===== config.mk =====
export PLATFORM = sky130hd
export DESIGN_NAME = dprx_lnk
export DESIGN_NICKNAME = d
export VERILOG_FILES = /design/src/dprx_pkg.sv /design/src/lnk_lane_if.sv /design/src/dprx_ctl.sv /design/src/dprx_lnk.sv /design/src/dprx_pars.sv /design/src/dprx_scrm.sv
export SDC_FILE = /design/constraint.sdc
export NUM_CORES = 1
export LEC_CHECK = 0
export BUFFER_PORTS_ARGS = -buffer_cell sky130_fd_sc_hd__buf_2
export CAP_MARGIN = 10
export CORE_UTILIZATION = 28
export DETAILED_ROUTE_END_ITERATION = 8
export PLACE_DENSITY_LB_ADDON = 0.1
export SLEW_MARGIN = 15
export SYNTH_ARGS = -nofsm -noshare
export SYNTH_HDL_FRONTEND = slang
export SYNTH_SLANG_ARGS = --single-unit

===== constraint.sdc =====
create_clock -name LNK_CLK_IN -period 1.3 [get_ports LNK_CLK_IN]
set_input_delay 0.195 -clock LNK_CLK_IN [delete_from_list [all_inputs] [get_ports LNK_CLK_IN]]
set_output_delay 0.195 -clock LNK_CLK_IN [all_outputs]
set_load 0.01 [all_outputs]

===== src/dprx_pkg.sv =====
/*
    DP RX link shared definitions
    Symbol codes, message IDs, lane count encoding and common widths
*/
package dprx_pkg;

    // Link symbols are one byte per lane per cycle
    typedef logic [7:0] sym_t;

    // Message words as they arrive on the message input
    typedef logic [15:0] msg_dat_t;

    // Widest link this block supports
    localparam int MAX_LANES = 4;

    // Control symbols, only valid with k set
    localparam sym_t SYM_BS = 8'hBC;            // K28.5 blanking start
    localparam sym_t SYM_BE = 8'hFB;            // K27.7 blanking end
    localparam sym_t SYM_SR = 8'h1C;            // K28.0 scrambler reset

    // Control message ID, first word of the message
    localparam msg_dat_t MSG_ID_CTL = 16'h0014;

    // Descrambler LFSR value after each SR
    localparam logic [15:0] LFSR_SEED = 16'hFFFF;

    // Active lanes field, bits 2:1 of the control word
    typedef enum logic [1:0]
    {
        lanes_none = 2'd0,                      // Link carries no lanes
        lanes_1    = 2'd1,
        lanes_2    = 2'd2,
        lanes_4    = 2'd3
    } lanes_t;

    // Control message decoder
    typedef enum logic
    {
        idle,                                   // Waiting for a start of message
        wait_data                               // ID matched, control word next
    } ctl_state_t;

endpackage


===== src/lnk_lane_if.sv =====
/*
    Single lane symbol stream
    Carries one symbol per cycle with its SR, BE and lock markers
*/
`timescale 1ns/100ps

interface lnk_lane_if;
    import dprx_pkg::*;

    logic k;                // Control symbol flag
    sym_t dat;              // Symbol byte
    logic sr;               // Scrambler reset seen
    logic be;               // Blanking end seen
    logic lock;             // Lane has seen SR while enabled

    // Parser side
    modport src
    (
        output k, dat, sr, be, lock
    );

    // Descrambler side
    modport snk
    (
        input k, dat, sr, be, lock
    );

endinterface


===== src/dprx_ctl.sv =====
/*
    DP RX link control
    Decodes the control message into lane and scrambler enables
    and combines the per-lane locks into the link lock
*/
`timescale 1ns/100ps

module dprx_ctl
#(
    parameter int P_LANES = 4                   // Lanes in this build
)
(
    input  logic                LNK_CLK_IN,
    input  logic                reset,
    input  logic                msg_som,
    input  logic                msg_eom,
    input  logic                msg_vld,
    input  dprx_pkg::msg_dat_t  msg_dat,
    input  logic [P_LANES-1:0]  lane_lock,      // From the descramblers
    output logic [P_LANES-1:0]  lane_en,
    output logic                scrm_en,
    output logic                lnk_lock
);
    import dprx_pkg::*;

    ctl_state_t             state;
    lanes_t                 lanes_fld;          // Lane count field of the control word
    logic [MAX_LANES-1:0]   lane_mask;          // Decoded enable mask
    logic [MAX_LANES-1:0]   lane_en_r;

    assign lanes_fld = lanes_t'(msg_dat[2:1]);

    // Lane count to mask gated by link enable
    always_comb
    begin
        case (lanes_fld)
            lanes_1 : lane_mask = MAX_LANES'(1);
            lanes_2 : lane_mask = MAX_LANES'(3);
            lanes_4 : lane_mask = MAX_LANES'(15);
            default : lane_mask = '0;           // No lanes
        endcase
        lane_mask = lane_mask & {MAX_LANES{msg_dat[0]}};
    end

    // Message decoder
    always_ff @(posedge LNK_CLK_IN)
    begin
        if (reset)
        begin
            state     <= idle;
            lane_en_r <= '0;
            scrm_en   <= 1'b0;
        end
        else if (msg_vld)
        begin
            // Any start of message restarts the match
            if (msg_som)
                state <= (msg_dat == MSG_ID_CTL && !msg_eom) ? wait_data : idle;
            else if (state == wait_data && msg_eom)
            begin
                lane_en_r <= lane_mask;         // Config takes effect next cycle
                scrm_en   <= msg_dat[3];
                state     <= idle;
            end
        end
    end

    assign lane_en = lane_en_r[P_LANES-1:0];

    // Unused lanes count as locked for the link lock
    always_ff @(posedge LNK_CLK_IN)
    begin
        if (reset)
            lnk_lock <= 1'b0;
        else
            lnk_lock <= (|lane_en) && (&(lane_lock | ~lane_en));
    end

    // Mask never reaches a lane that is not built
    a_lane_range : assert property (@(posedge LNK_CLK_IN) disable iff (reset)
        (lane_en_r >> P_LANES) == '0)
        else $error("lane enable set above P_LANES");

endmodule


===== src/dprx_lnk.sv =====
/*
    DP RX link layer symbol path
    Control decoder, one parser and one descrambler per lane
*/
`timescale 1ns/100ps

module dprx_lnk
#(
    parameter int P_LANES = 4                   // 1, 2 or 4
)
(
    input  logic                    LNK_CLK_IN,
    input  logic                    reset,

    // Message input
    input  logic                    msg_som,
    input  logic                    msg_eom,
    input  logic                    msg_vld,
    input  dprx_pkg::msg_dat_t      msg_dat,

    // Link symbols in, lane i on bits i*8 and up
    input  logic [P_LANES-1:0]      in_k,
    input  logic [P_LANES*8-1:0]    in_dat,

    // Descrambled symbols out, two cycles later
    output logic [P_LANES-1:0]      lnk_k,
    output logic [P_LANES*8-1:0]    lnk_dat,
    output logic                    lnk_sync,
    output logic                    lnk_lock
);

    logic [P_LANES-1:0] lane_en;                // Active lane mask
    logic [P_LANES-1:0] lane_lock;              // Per-lane lock back to control
    logic [P_LANES-1:0] lane_sync;              // Delayed BE markers
    logic               scrm_en;

    dprx_ctl
    #(
        .P_LANES        (P_LANES)
    )
    ctl_i
    (
        .LNK_CLK_IN     (LNK_CLK_IN),
        .reset          (reset),
        .msg_som        (msg_som),
        .msg_eom        (msg_eom),
        .msg_vld        (msg_vld),
        .msg_dat        (msg_dat),
        .lane_lock      (lane_lock),
        .lane_en        (lane_en),
        .scrm_en        (scrm_en),
        .lnk_lock       (lnk_lock)
    );

    genvar i;

    generate
        for (i = 0; i < P_LANES; i++)
        begin : gen_lane
            lnk_lane_if lane_if ();             // Parser to descrambler

            dprx_pars pars_i
            (
                .LNK_CLK_IN (LNK_CLK_IN),
                .reset      (reset),
                .lane_en    (lane_en[i]),
                .sym_k      (in_k[i]),
                .sym_dat    (in_dat[i*8 +: 8]),
                .lane       (lane_if.src)
            );

            dprx_scrm scrm_i
            (
                .LNK_CLK_IN (LNK_CLK_IN),
                .reset      (reset),
                .scrm_en    (scrm_en),
                .lane       (lane_if.snk),
                .out_k      (lnk_k[i]),
                .out_dat    (lnk_dat[i*8 +: 8]),
                .out_sync   (lane_sync[i]),
                .lane_lock  (lane_lock[i])
            );
        end
    endgenerate

    // Line sync follows lane 0
    assign lnk_sync = lane_sync[0];

endmodule


===== src/dprx_pars.sv =====
/*
    DP RX lane parser
    Registers the lane symbol, flags SR and BE, and tracks lane lock
*/
`timescale 1ns/100ps

module dprx_pars
(
    input  logic            LNK_CLK_IN,
    input  logic            reset,
    input  logic            lane_en,            // Lane is inside the active count
    input  logic            sym_k,
    input  dprx_pkg::sym_t  sym_dat,
    lnk_lane_if.src         lane
);
    import dprx_pkg::*;

    logic is_sr;
    logic is_be;

    // Control symbol match, byte alone is not enough
    assign is_sr = sym_k && (sym_dat == SYM_SR);
    assign is_be = sym_k && (sym_dat == SYM_BE);

    // Symbol byte, zero on a disabled lane
    always_ff @(posedge LNK_CLK_IN)
    begin
        lane.dat <= lane_en ? sym_dat : '0;
    end

    always_ff @(posedge LNK_CLK_IN)
    begin
        if (reset)
        begin
            lane.k    <= 1'b0;
            lane.sr   <= 1'b0;
            lane.be   <= 1'b0;
            lane.lock <= 1'b0;
        end
        else
        begin
            lane.k  <= lane_en && sym_k;
            lane.sr <= lane_en && is_sr;        // Reloads descrambler
            lane.be <= lane_en && is_be;        // Line sync source

            // Lock from first SR, lost when the lane is dropped
            if (!lane_en)
                lane.lock <= 1'b0;
            else if (is_sr)
                lane.lock <= 1'b1;
        end
    end

endmodule


===== src/dprx_scrm.sv =====
/*
    DP RX lane descrambler
    16-bit LFSR, x^16+x^5+x^4+x^3+1, reloaded on every SR symbol
*/
`timescale 1ns/100ps

module dprx_scrm
(
    input  logic            LNK_CLK_IN,
    input  logic            reset,
    input  logic            scrm_en,            // Scrambling on the link
    lnk_lane_if.snk         lane,
    output logic            out_k,
    output dprx_pkg::sym_t  out_dat,
    output logic            out_sync,           // BE marker, delayed with the data
    output logic            lane_lock
);
    import dprx_pkg::*;

    logic [15:0] lfsr;
    logic [15:0] lfsr_nxt;
    sym_t        key;                           // Key byte for the current symbol

    // Eight LFSR steps, bit 15 out first as key bit 0
    function automatic logic [23:0] lfsr_adv(input logic [15:0] seed);
        logic [15:0] s;
        logic [7:0]  k;
        s = seed;
        k = '0;
        for (int i = 0; i < 8; i++)
        begin
            k[i] = s[15];
            // Galois form, feedback into bits 0, 3, 4 and 5
            s = {s[14:0], 1'b0} ^ (s[15] ? 16'h0039 : 16'h0000);
        end
        return {k, s};
    endfunction

    assign {key, lfsr_nxt} = lfsr_adv(lfsr);

    // SR reloads, every other symbol advances a byte
    always_ff @(posedge LNK_CLK_IN)
    begin
        if (reset)
            lfsr <= LFSR_SEED;
        else if (lane.sr)
            lfsr <= LFSR_SEED;
        else
            lfsr <= lfsr_nxt;
    end

    // Data only, and only once the lane has seen an SR
    always_ff @(posedge LNK_CLK_IN)
    begin
        if (scrm_en && lane.lock && !lane.k)
            out_dat <= lane.dat ^ key;
        else
            out_dat <= lane.dat;                // K symbols pass unchanged
    end

    always_ff @(posedge LNK_CLK_IN)
    begin
        if (reset)
        begin
            out_k     <= 1'b0;
            out_sync  <= 1'b0;
            lane_lock <= 1'b0;
        end
        else
        begin
            out_k     <= lane.k;
            out_sync  <= lane.be;
            lane_lock <= lane.lock;
        end
    end

    // Parser flags one control symbol per cycle
    a_sr_be : assert property (@(posedge LNK_CLK_IN) disable iff (reset)
        !(lane.sr && lane.be))
        else $error("SR and BE flagged together");

endmodule


==> impl_metrics.py, run 1 <==
metrics = {
    "sta": {
        "rsz0062_at_grt": "no",
        "worstMarginPinSlew_ns": 0.324,
        "finalMaxSlewViolations": 0,
        "fin_crit_sh": 0.927,
        "fin_worst_skew_ns": 0.00828,
        "max-slew-margin-rel": 0.781,
        "finalCriticalPeriod_ns": 1.20,
        "final_hold_viol_count": 0,
        "max_freq_ghz": 0.830,
        "setup_viol": 0,
        "timing.setup.tns_ns": 0,
    },
    "placement": {
        "io_buffers": 94,
        "gp_congestion": 0.697,
        "hpwlAfterDp_um": 8070,
        "post_dp_cell_area_um2": 6230,
    },
    "synthesis": {
        "synth_edf_count": 0,
        "synth_top_cell_area_share": 0.574,
        "yosysWarnings": 0,
        "syn_nets": 558,
        "synth_seq_cells": 156,
        "syn_inst": 501,
        "yosysMostFrequentCell": "dfxtp_1",
        "synthesis.area_um2": 5450,
        "synthFlopType": "dfxtp_1",
        "synth_cell_types": 41,
        "synthTopCellsByCount": "dfxtp_1 (156), xnor2_1 (95), nand2_1 (76)",
        "yosysTopAreaCell": "dfxtp_1",
        "async_flop_share": 0,
        "synthTopCellsByArea": "dfxtp_1 (57%), xnor2_1 (15%), nand2_1 (5.2%), and2_1 (4.5%), or3_1 (2.8%)",
        "yosysSeqAreaShare": 0.574,
        "syn_avg_cell_area_um2": 10.9,
    },
    "global_route": {
        "grt_max_degree": 22,
        "grt_pass1_vias": 3733,
        "grt_pass1_wl_um": 18300,
        "grt_use_total": 0.120,
        "antenna_found_initial": 0,
        "globalRouteOverflowTotal": 0,
    },
    "routing": {
        "drtAntennaViolNets": 0,
        "vias_per_cell": 3.98,
        "vias": 3584,
        "drt_first_iter_violations": 147,
        "drt_pre_antenna_iters": 4,
        "finalWirelength_um": 11000,
        "drc_errors": 0,
        "wl_per_cell_um": 12.3,
    },
    "die": {
        "core_area_um2": 18900,
        "die_w_um": 141,
        "rows": 50,
        "die_area_um2": 20000,
        "die_y_um": 141,
        "initial_core_util": 0.288,
        "io_pins": 95,
    },
    "worst_setup_path": {
        "cp-start-kind": "primary input",
        "crit_chain": "dlygate4sd3_1 -> buf_2 -> nor4b_1 -> and4_1 -> a21o_1",
        "crit_cells": 5,
        "critPathTopFamily": "buffers and inverters",
        "r2r_cells": 4,
        "crit_type": "primary input to flop",
        "crit_arrival_ns": 1.56,
        "critPathRequiredTime_ns": 1.66,
        "max_stage_delay_ns": 0.53,
        "crit_buf_inv": 2,
        "cp_slowest_cell": "dlygate4sd3_1",
        "cp-end-kind": "flop",
        "crit_path_max_fanout": 3,
    },
    "final_layout": {
        "final_area_um2": 7090,
        "fin_nets": 684,
        "antenna_cells": 0,
        "drive_above_1_share": 0.239,
        "area_delta_synth_final_pct": 30.2,
    },
    "clocking": {
        "path_clk_slew_ns": 0.06,
        "cts_buffers": 17,
        "clockRootBuffer": "clkbuf_16",
        "insertion_delay_ns": 0.41,
        "htree_num_levels": 4,
        "cts.sinks": 156,
        "post-cts-setup-buffer-count": 0,
        "cts.path.max_buffers": 2,
        "cts_tree": "built",
    },
    "run_status": {
        "status": "finished clean",
    },
    "pwr": {
        "p_clk_frac": 0.353,
        "p_comb_frac": 0.202,
        "swShare": 0.268,
        "p_leak_nw": 2.86,
        "p_int_mw": 10.4,
        "p_sw_mw": 3.79,
        "power.density_nw_per_um2": 2000,
        "seq_power_share": 0.445,
        "irDropWorstVdd_v": 0.000869,
    },
    "flow_run": {
        "maxCapViolCount": 0,
    },
    "min_path": {
        "hp-class": "primary input to flop",
        "hold_depth": 2,
    },
}
worst paths after layout:
kind | start | end | slack [ns]
worst max-delay path | in_dat[1] | gen_lane[0].pars_i.lane.lock | 0.1
worst min-delay path | in_dat[10] | gen_lane[1].pars_i.lane.dat[2] | 0.02
worst max register to register | ctl_i.scrm_en | gen_lane[1].scrm_i.out_dat[3] | 0.12
worst min register to register | gen_lane[1].scrm_i.lfsr[6] | gen_lane[1].scrm_i.lfsr[14] | 0.40
per-stage QoR:
step	util	hold slack [ns]	total power, mW	std cells	setup slack (ns)
final	0.375	0.0193	14.2	900	0.0951
after global routing	0.375	0.00440	15.1	900	0.00539
after CTS	0.374	0.000790	14.4	900	0.00310
after detailed placement	0.330	0.391	9.24	846	0.0910
after global placement	0.330	0.388	9.23	846	0.112
after floorplan	-	0.290	8.59	501	0.345
power by group through the flow:
stage | clock network [mW] | registers, mW | logic [mW]
5_1_grt | 5.37 | 6.44 | 3.25
3_5_place_dp | 0 | 6.43 | 2.81
2_1_floorplan | 0 | 6.15 | 2.44
3_3_place_gp | 0 | 6.44 | 2.79
6_report | 4.99 | 6.30 | 2.86
4_1_cts | 5.14 | 6.33 | 2.90
final cells by class:
| cell class | instances | area (µm²) |
|---|---|---|
| repair buffers | 127 | 786 |
| multi-input cells | 321 | 2220 |
| flip-flops and latches | 156 | 3120 |
| inverters | 4 | 15.0 |
| well taps | 260 | 325 |
| clock inverters | 9 | 109 |
| fillers | 1946 | 11800 |
| clock buffers | 23 | 508 |
per-layer routing:
layer / up-vias / routed length (µm) / GRT usage
met5: - / 0 / 0
met4: 0 / 174 / 0.0577
met3: 13 / 432 / 0.0334
met2: 64 / 5340 / 0.200
met1: 1653 / 5080 / 0.143
li1: 1854 / - / -
sequential cells by signal, indices dropped and copies added, names as in the netlist:
signal	flops
gen_lane.scrm_i.lfsr	64
gen_lane.pars_i.lane.dat	32
gen_lane.scrm_i.out_dat	32
gen_lane.pars_i.lane.k	4
gen_lane.pars_i.lane.lock	4
gen_lane.pars_i.lane.sr	4
gen_lane.scrm_i.lane_lock	4
gen_lane.scrm_i.out_k	4
ctl_i.lane_en	3
ctl_i.lnk_lock	1
ctl_i.scrm_en	1
ctl_i.state	1
gen_lane.pars_i.lane.be	1
gen_lane.scrm_i.out_sync	1
logic make-up (layout without fill, tap and decap cells):
logic type,Yosys count,after routing,share of synthesized area
xor+xnor,111,111,0.183
buf+inv,24,163,0.0230
flops,156,156,0.574
simple gates,192,192,0.200
compound gates,18,18,0.0211
cell usage in the layout, fill, tap and decap left out, types with 5 or more instances in the layout:
cell           netlist  final
and2_1              39     39
nand2_1             76     76
clkbuf_16            0     17
buf_2                9     94
dlygate4sd3_1        0     22
or3_1               24     24
a21oi_1              6      6
xor2_1              13     13
clkbuf_8             0      6
and3b_1              5      5
nor2b_1              9      9
nor2_1              10     10
buf_4                4     10
dfxtp_1            156    156
xnor2_1             95     95
what timing repair did:
action	CTS	global route
endpoints found under the setup margin	0	3
resized for setup	0	4
hold buffers	22	0
hold endpoints to repair	22	0
(Power assumes the default switching activity.)
==> inputs of run 2 (changes only) <==
==> constraint.sdc (replaced) <==
create_clock -name LNK_CLK_IN -period 1.31 [get_ports LNK_CLK_IN]
set_input_delay 0.1965 -clock LNK_CLK_IN [delete_from_list [all_inputs] [get_ports LNK_CLK_IN]]
set_output_delay 0.1965 -clock LNK_CLK_IN [all_outputs]
set_load 0.01 [all_outputs]
==> run 2 against run 1 <==
  * Via count is essentially flat
  * Sequential share of layout area is essentially flat
  * Largest cell class unchanged
  * Utilization is essentially flat
  * Critical endpoint is now gen_lane[3].pars_i.lane.lock
  * Flip-flop and latch count is the same
  * Non-clock buffer count grew 3
  * Highest routed layer unchanged
  * Final area is essentially flat
==> impl_metrics.py, run 2 (same netlist as run 1, synthesis figures left out) <==
metrics = {
    "routing": {
        "drtAntennaViolNets": 0,
        "finalWirelength_um": 11000,
        "drt_first_iter_violations": 132,
        "wl_per_cell_um": 12.3,
        "wl_met3_um": 431,
        "dr.max_layer_used": "met4",
        "vias": 3586,
        "vias_per_cell": 3.98,
        "met2_length_um": 5340,
        "drt_pre_antenna_iters": 4,
        "drt-met1-wl_um": 5080,
        "drc_errors": 0,
    },
    "pwr": {
        "finalPower_mw": 14.1,
        "irDropWorstVdd_v": 0.000901,
        "p_leak_nw": 2.87,
        "power.density_nw_per_um2": 1990,
    },
    "global_route": {
        "globalRouteOverflowTotal": 0,
        "antenna_found_initial": 0,
        "grt_use_total": 0.122,
        "grt_pass1_vias": 3794,
        "grt_max_degree": 20,
        "grt_pass1_wl_um": 18700,
    },
    "sta": {
        "fin_worst_skew_ns": 0.00888,
        "fin_crit_sh": 0.929,
        "setup_viol": 0,
        "timing.setup.tns_ns": 0,
        "rsz0062_at_grt": "no",
        "setup_slack_ns": 0.0929,
        "max-slew-margin-rel": 0.684,
        "max_freq_ghz": 0.822,
        "worstMarginPinSlew_ns": 0.467,
        "fin_hold_ws_ns": 0.0175,
        "finalMaxSlewViolations": 0,
        "finalCriticalPeriod_ns": 1.22,
        "final_hold_viol_count": 0,
    },
    "clocking": {
        "cts_buffers": 17,
        "insertion_delay_ns": 0.42,
        "cts_tree": "built",
        "htree_num_levels": 4,
        "cts.sinks": 156,
        "cts.path.max_buffers": 2,
        "clockRootBuffer": "clkbuf_16",
        "post-cts-setup-buffer-count": 0,
        "path_clk_slew_ns": 0.06,
    },
    "die": {
        "die_w_um": 141,
        "io_pins": 95,
        "die_area_um2": 20000,
        "initial_core_util": 0.288,
        "core_area_um2": 18900,
        "rows": 50,
        "die_y_um": 141,
    },
    "final_layout": {
        "utilization": 0.375,
        "final_area_um2": 7090,
        "reg_top3": "gen_lane.scrm_i.lfsr: 64 flops, gen_lane.pars_i.lane.dat: 32 flops, gen_lane.scrm_i.out_dat: 32 flops",
        "fin_nets": 687,
        "drive_above_1_share": 0.228,
        "final_cell_mix": "dfxtp_1 (156), xnor2_1 (95), buf_2 (94), nand2_1 (76), and2_1 (39)",
        "seq_area_um2": 3120,
        "multi_input_area_um2": 2210,
        "final_common_cell": "dfxtp_1",
        "stdcell_count": 901,
        "largest_reg_flops": 64,
        "antenna_cells": 0,
        "fillerInstances": 1953,
        "area_delta_synth_final_pct": 30.1,
        "top_register": "gen_lane.scrm_i.lfsr",
    },
    "worst_setup_path": {
        "cp-start-kind": "primary input",
        "crit_path_max_fanout": 2,
        "critPathRequiredTime_ns": 1.66,
        "cp-end-kind": "flop",
        "crit_arrival_ns": 1.56,
        "crit_type": "primary input to flop",
    },
    "placement": {
        "gp_congestion": 0.698,
        "io_buffers": 94,
        "post_dp_cell_area_um2": 6230,
        "dp_slack_ns": 0.0755,
        "place_inst": 846,
        "hpwlAfterDp_um": 7950,
    },
    "flow_run": {
        "maxCapViolCount": 0,
    },
    "run_status": {
        "status": "finished clean",
    },
    "min_path": {
        "hp-class": "primary input to flop",
    },
}
run 2: cell count changes in the layout (fill, tap and decap cells not counted), moves of 2 or more:
cell,before,now
clkbuf_8,6,1
clkinvlp_4,4,1
dlygate4sd3_1,22,25
bufinv_16,2,4
clkbuf_1,0,4
run 2: final timing paths:
check                        startpoint                              to  slack (ns)  cells past startpoint
min                          in_dat[29]  gen_lane[3].pars_i.lane.dat[5]        0.02                      2
min reg2reg  gen_lane[0].scrm_i.lfsr[6]     gen_lane[0].scrm_i.lfsr[14]        0.40                      1
max                          in_dat[31]    gen_lane[3].pars_i.lane.lock        0.09                      5
max reg2reg               ctl_i.scrm_en   gen_lane[0].scrm_i.out_dat[6]        0.16                      4
run 2: power breakdown:
part	switching [mW]	internal, mW	leakage (nW)
logic	1.14	1.68	1.30
clock network	1.81	3.21	0.290
registers	0.760	5.51	1.27
total	3.71	10.4	2.87
run 2: layout make-up:
cell class	count	area share
Clock buffer	22	0.0641
Clock inverter	8	0.0201
Inverter	4	0.00212
Multi-Input combinational cell	321	0.312
Sequential cell	156	0.441
Tap cell	260	0.0459
Timing Repair Buffer	130	0.115
run 2: repair_timing:
item                       in CTS  in global routing
setup endpoints to repair       0                  5
resized for setup               0                  3
hold buffers                   25                  0
hold endpoints to repair       25                  0
run 2: layer usage:
| metal | global-route usage | vias to the layer above |
|---|---|---|
| li1 | - | 1855 |
| met1 | 0.145 | 1652 |
| met2 | 0.202 | 63 |
| met3 | 0.0375 | 16 |
| met4 | 0.0526 | 0 |
| met5 | 0 | - |
run 2: worst max-delay path, cell delays in order:
cell and delay [ns]:
dlygate4sd3_1 0.53, buf_2 0.12, nor4b_1 0.45, a31oi_1 0.17, nor2_1 0.10
==> inputs of run 3 (changes only) <==
--- a/config.mk
+++ b/config.mk
@@ -5,6 +5,7 @@
 export SDC_FILE = /design/constraint.sdc
 export NUM_CORES = 1
 export LEC_CHECK = 0
+export ABC_AREA = 1
 export BUFFER_PORTS_ARGS = -buffer_cell sky130_fd_sc_hd__buf_2
 export CAP_MARGIN = 10
 export CORE_UTILIZATION = 28
==> run 3 against run 2 <==
  * Wire length grew 3.0%
  * Global-route usage shrank 0.25 points
  * Synthesized cell count grew 25%
  * Count of clock-buffer cells in the layout shrank 4
  * Power shrank 3.6%
  * Die area grew 4.0%
  * Largest cell class unchanged
==> impl_metrics.py, run 3 <==
metrics = {
    "run_status": {
        "status": "finished clean",
    },
    "routing": {
        "vias": 4076,
        "finalWirelength_um": 11400,
        "drtAntennaViolNets": 0,
        "drt_first_iter_violations": 144,
        "drc_errors": 0,
        "vias_per_cell": 3.92,
        "drt_pre_antenna_iters": 4,
        "wl_per_cell_um": 10.9,
    },
    "final_layout": {
        "largest_reg_flops": 64,
        "fin_nets": 819,
        "fillerInstances": 2053,
        "stdcell_count": 1040,
        "antenna_cells": 0,
        "final_cell_mix": "dfxtp_1 (156), nand2_1 (117), inv_1 (94), buf_2 (94), xnor2_1 (63)",
        "area_delta_synth_final_pct": 30.8,
        "reg_top3": "gen_lane.scrm_i.lfsr: 64 flops, gen_lane.pars_i.lane.dat: 32 flops, gen_lane.scrm_i.out_dat: 32 flops",
        "final_common_cell": "dfxtp_1",
        "drive_above_1_share": 0.197,
        "utilization": 0.377,
        "top_register": "gen_lane.scrm_i.lfsr",
    },
    "pwr": {
        "p_comb_frac": 0.180,
        "p_sw_mw": 3.89,
        "seq_power_share": 0.449,
        "p_leak_nw": 3.67,
        "power.density_nw_per_um2": 1830,
        "p_clk_frac": 0.371,
        "irDropWorstVdd_v": 0.000881,
        "p_int_mw": 9.71,
        "swShare": 0.286,
    },
    "sta": {
        "rsz0062_at_grt": "no",
        "fin_worst_skew_ns": 0.00841,
        "fin_crit_sh": 0.887,
        "worstMarginPinSlew_ns": 0.352,
        "timing.setup.tns_ns": 0,
        "final_hold_viol_count": 0,
        "setup_viol": 0,
        "max-slew-margin-rel": 0.763,
        "max_freq_ghz": 0.861,
        "finalMaxSlewViolations": 0,
        "finalCriticalPeriod_ns": 1.16,
    },
    "placement": {
        "place_inst": 975,
        "gp_congestion": 0.734,
        "io_buffers": 94,
        "hpwlAfterDp_um": 8200,
    },
    "die": {
        "die_area_um2": 20800,
        "die_y_um": 144,
        "core_area_um2": 19700,
        "initial_core_util": 0.288,
        "die_w_um": 144,
        "io_pins": 95,
        "rows": 51,
    },
    "clocking": {
        "cts_buffers": 17,
        "htree_num_levels": 4,
        "path_clk_slew_ns": 0.07,
        "insertion_delay_ns": 0.42,
        "clockRootBuffer": "clkbuf_16",
        "post-cts-setup-buffer-count": 0,
        "cts.sinks": 156,
        "cts.path.max_buffers": 2,
        "cts_tree": "built",
    },
    "worst_setup_path": {
        "r2r-start": "ctl_i.scrm_en",
        "r2r-end": "gen_lane[2].scrm_i.out_dat[0]",
        "crit_path_max_fanout": 9,
        "crit_type": "flop to flop",
        "crit_start": "ctl_i.scrm_en",
        "r2r_cells": 5,
        "cp-start-kind": "flop",
        "critPathRequiredTime_ns": 1.61,
        "crit_arrival_ns": 1.46,
        "reg2reg_slack_ns": 0.15,
        "cp-end-kind": "flop",
    },
    "synthesis": {
        "synthesis.area_um2": 5670,
        "synthMuxAreaShare": 0,
        "syn_nets": 681,
        "synth-simple-area-share": 0.168,
        "synth_top_cell_area_share": 0.551,
        "yosysWarnings": 0,
        "synth_seq_cells": 156,
        "synthFlopType": "dfxtp_1",
        "synth_fa_ha_area_frac": 0,
        "synthTopCellsByArea": "dfxtp_1 (55%), xnor2_1 (9.7%), nand2_1 (7.7%), inv_1 (6.2%), xor2_1 (4.9%)",
        "async_flop_share": 0,
        "synth_cell_types": 29,
        "synth_xor_area_frac": 0.147,
        "yosysTopAreaCell": "dfxtp_1",
        "synth_compound_area_frac": 0.0442,
        "yosysSeqAreaShare": 0.551,
        "yosysMostFrequentCell": "dfxtp_1",
        "synth_top_family_by_area": "simple AND/OR/NAND/NOR gates",
        "synth_edf_count": 0,
        "syn_avg_cell_area_um2": 9.08,
        "syn_inst": 624,
        "synthTopCellsByCount": "dfxtp_1 (156), nand2_1 (117), inv_1 (94)",
    },
    "min_path": {
        "hp-start": "in_k[0]",
        "hold_depth": 3,
        "min_to": "gen_lane[0].pars_i.lane.k",
        "hp-class": "primary input to flop",
    },
    "global_route": {
        "grt_use_total": 0.119,
        "antenna_found_initial": 0,
        "grt_max_degree": 18,
        "grt_pass1_wl_um": 18900,
        "globalRouteOverflowTotal": 0,
        "grt_pass1_vias": 3973,
    },
    "flow_run": {
        "maxCapViolCount": 0,
    },
}
==> run 3: cell count changes in the layout (fill, tap and decap cells not counted), sizes merged, moves of 8 or more <==
cell / change
nor3: +9
or3: -24
nand4: +10
nor2: +34
inv: +100
xnor2: -32
a21boi: +13
nor2b: -9
and2: -39
o21ai: +19
nand2: +42
dlygate4sd3: +8
nand3: +20
xor2: +16
==> run 3: logic make-up after synthesis <==
kind of cell    count (synthesis)
compound gates                 41
xor+xnor                       95
simple gates                  214
buf+inv                       118
flops                         156
==> run 3: how the worst max path moves through the flow <==
stage	endpoint	slack, ns	cells past startpoint
floorplan	gen_lane[1].scrm_i.lfsr[11]	0.40	3
global placement	gen_lane[2].scrm_i.lfsr[8]	0.16	5
detailed placement	gen_lane[2].scrm_i.lfsr[6]	0.12	5
CTS	gen_lane[3].scrm_i.out_dat[7]	0.11	4
global route	gen_lane[2].scrm_i.out_dat[2]	0.005	5
finish	gen_lane[2].scrm_i.out_dat[0]	0.15	5
==> run 3: layout make-up <==
| type | count | area (µm²) | share of cell area |
|---|---|---|---|
| Inverter | 95 | 357 | 0.0481 |
| Timing Repair Buffer | 142 | 951 | 0.128 |
| Multi-Input combinational cell | 350 | 2040 | 0.275 |
| Tap cell | 265 | 332 | 0.0447 |
| Sequential cell | 156 | 3120 | 0.421 |
| Clock buffer | 18 | 439 | 0.0592 |
| Clock inverter | 14 | 170 | 0.0230 |
==> run 3: critical path, stage by stage, from the launching register on <==
cell and delay, ns:
dfxtp_1 0.37, buf_12 0.14, nand2_1 0.06, inv_1 0.19, nand3_1 0.13, xnor2_1 0.14
==> run 3: metrics by stage <==
stage	setup WS [ns]	instance area (µm²)	hold WS, ns	total power, mW
after floorplan	0.398	5670	0.294	8.07
after detailed placement	0.124	6470	0.395	8.61
after CTS	0.111	7410	0.00353	13.8
after global placement	0.157	6470	0.392	8.59
final	0.148	7410	0.0254	13.6
after global routing	0.00456	7410	0.0252	14.5
==> run 3: power groups by stage <==
stage          registers, mW  logic, mW  clock network [mW]
2_1_floorplan           5.94       2.12                   0
3_3_place_gp            6.23       2.36                   0
3_5_place_dp            6.22       2.39                   0
4_1_cts                 6.12       2.50                5.21
5_1_grt                 6.21       2.84                5.43
6_report                6.11       2.45                5.04
==> run 3: layer usage <==
metal / part of all wire / track usage
met5: 0 / 0
met2: 0.45 / 0.189
met4: 0.015 / 0.0504
met3: 0.050 / 0.0374
met1: 0.49 / 0.149
==> run 3: timing repair <==
item	CTS	global route
endpoints found under the hold margin	33	0
hold buffers	33	0
gates resized for setup	0	1
setup endpoints to repair	0	1
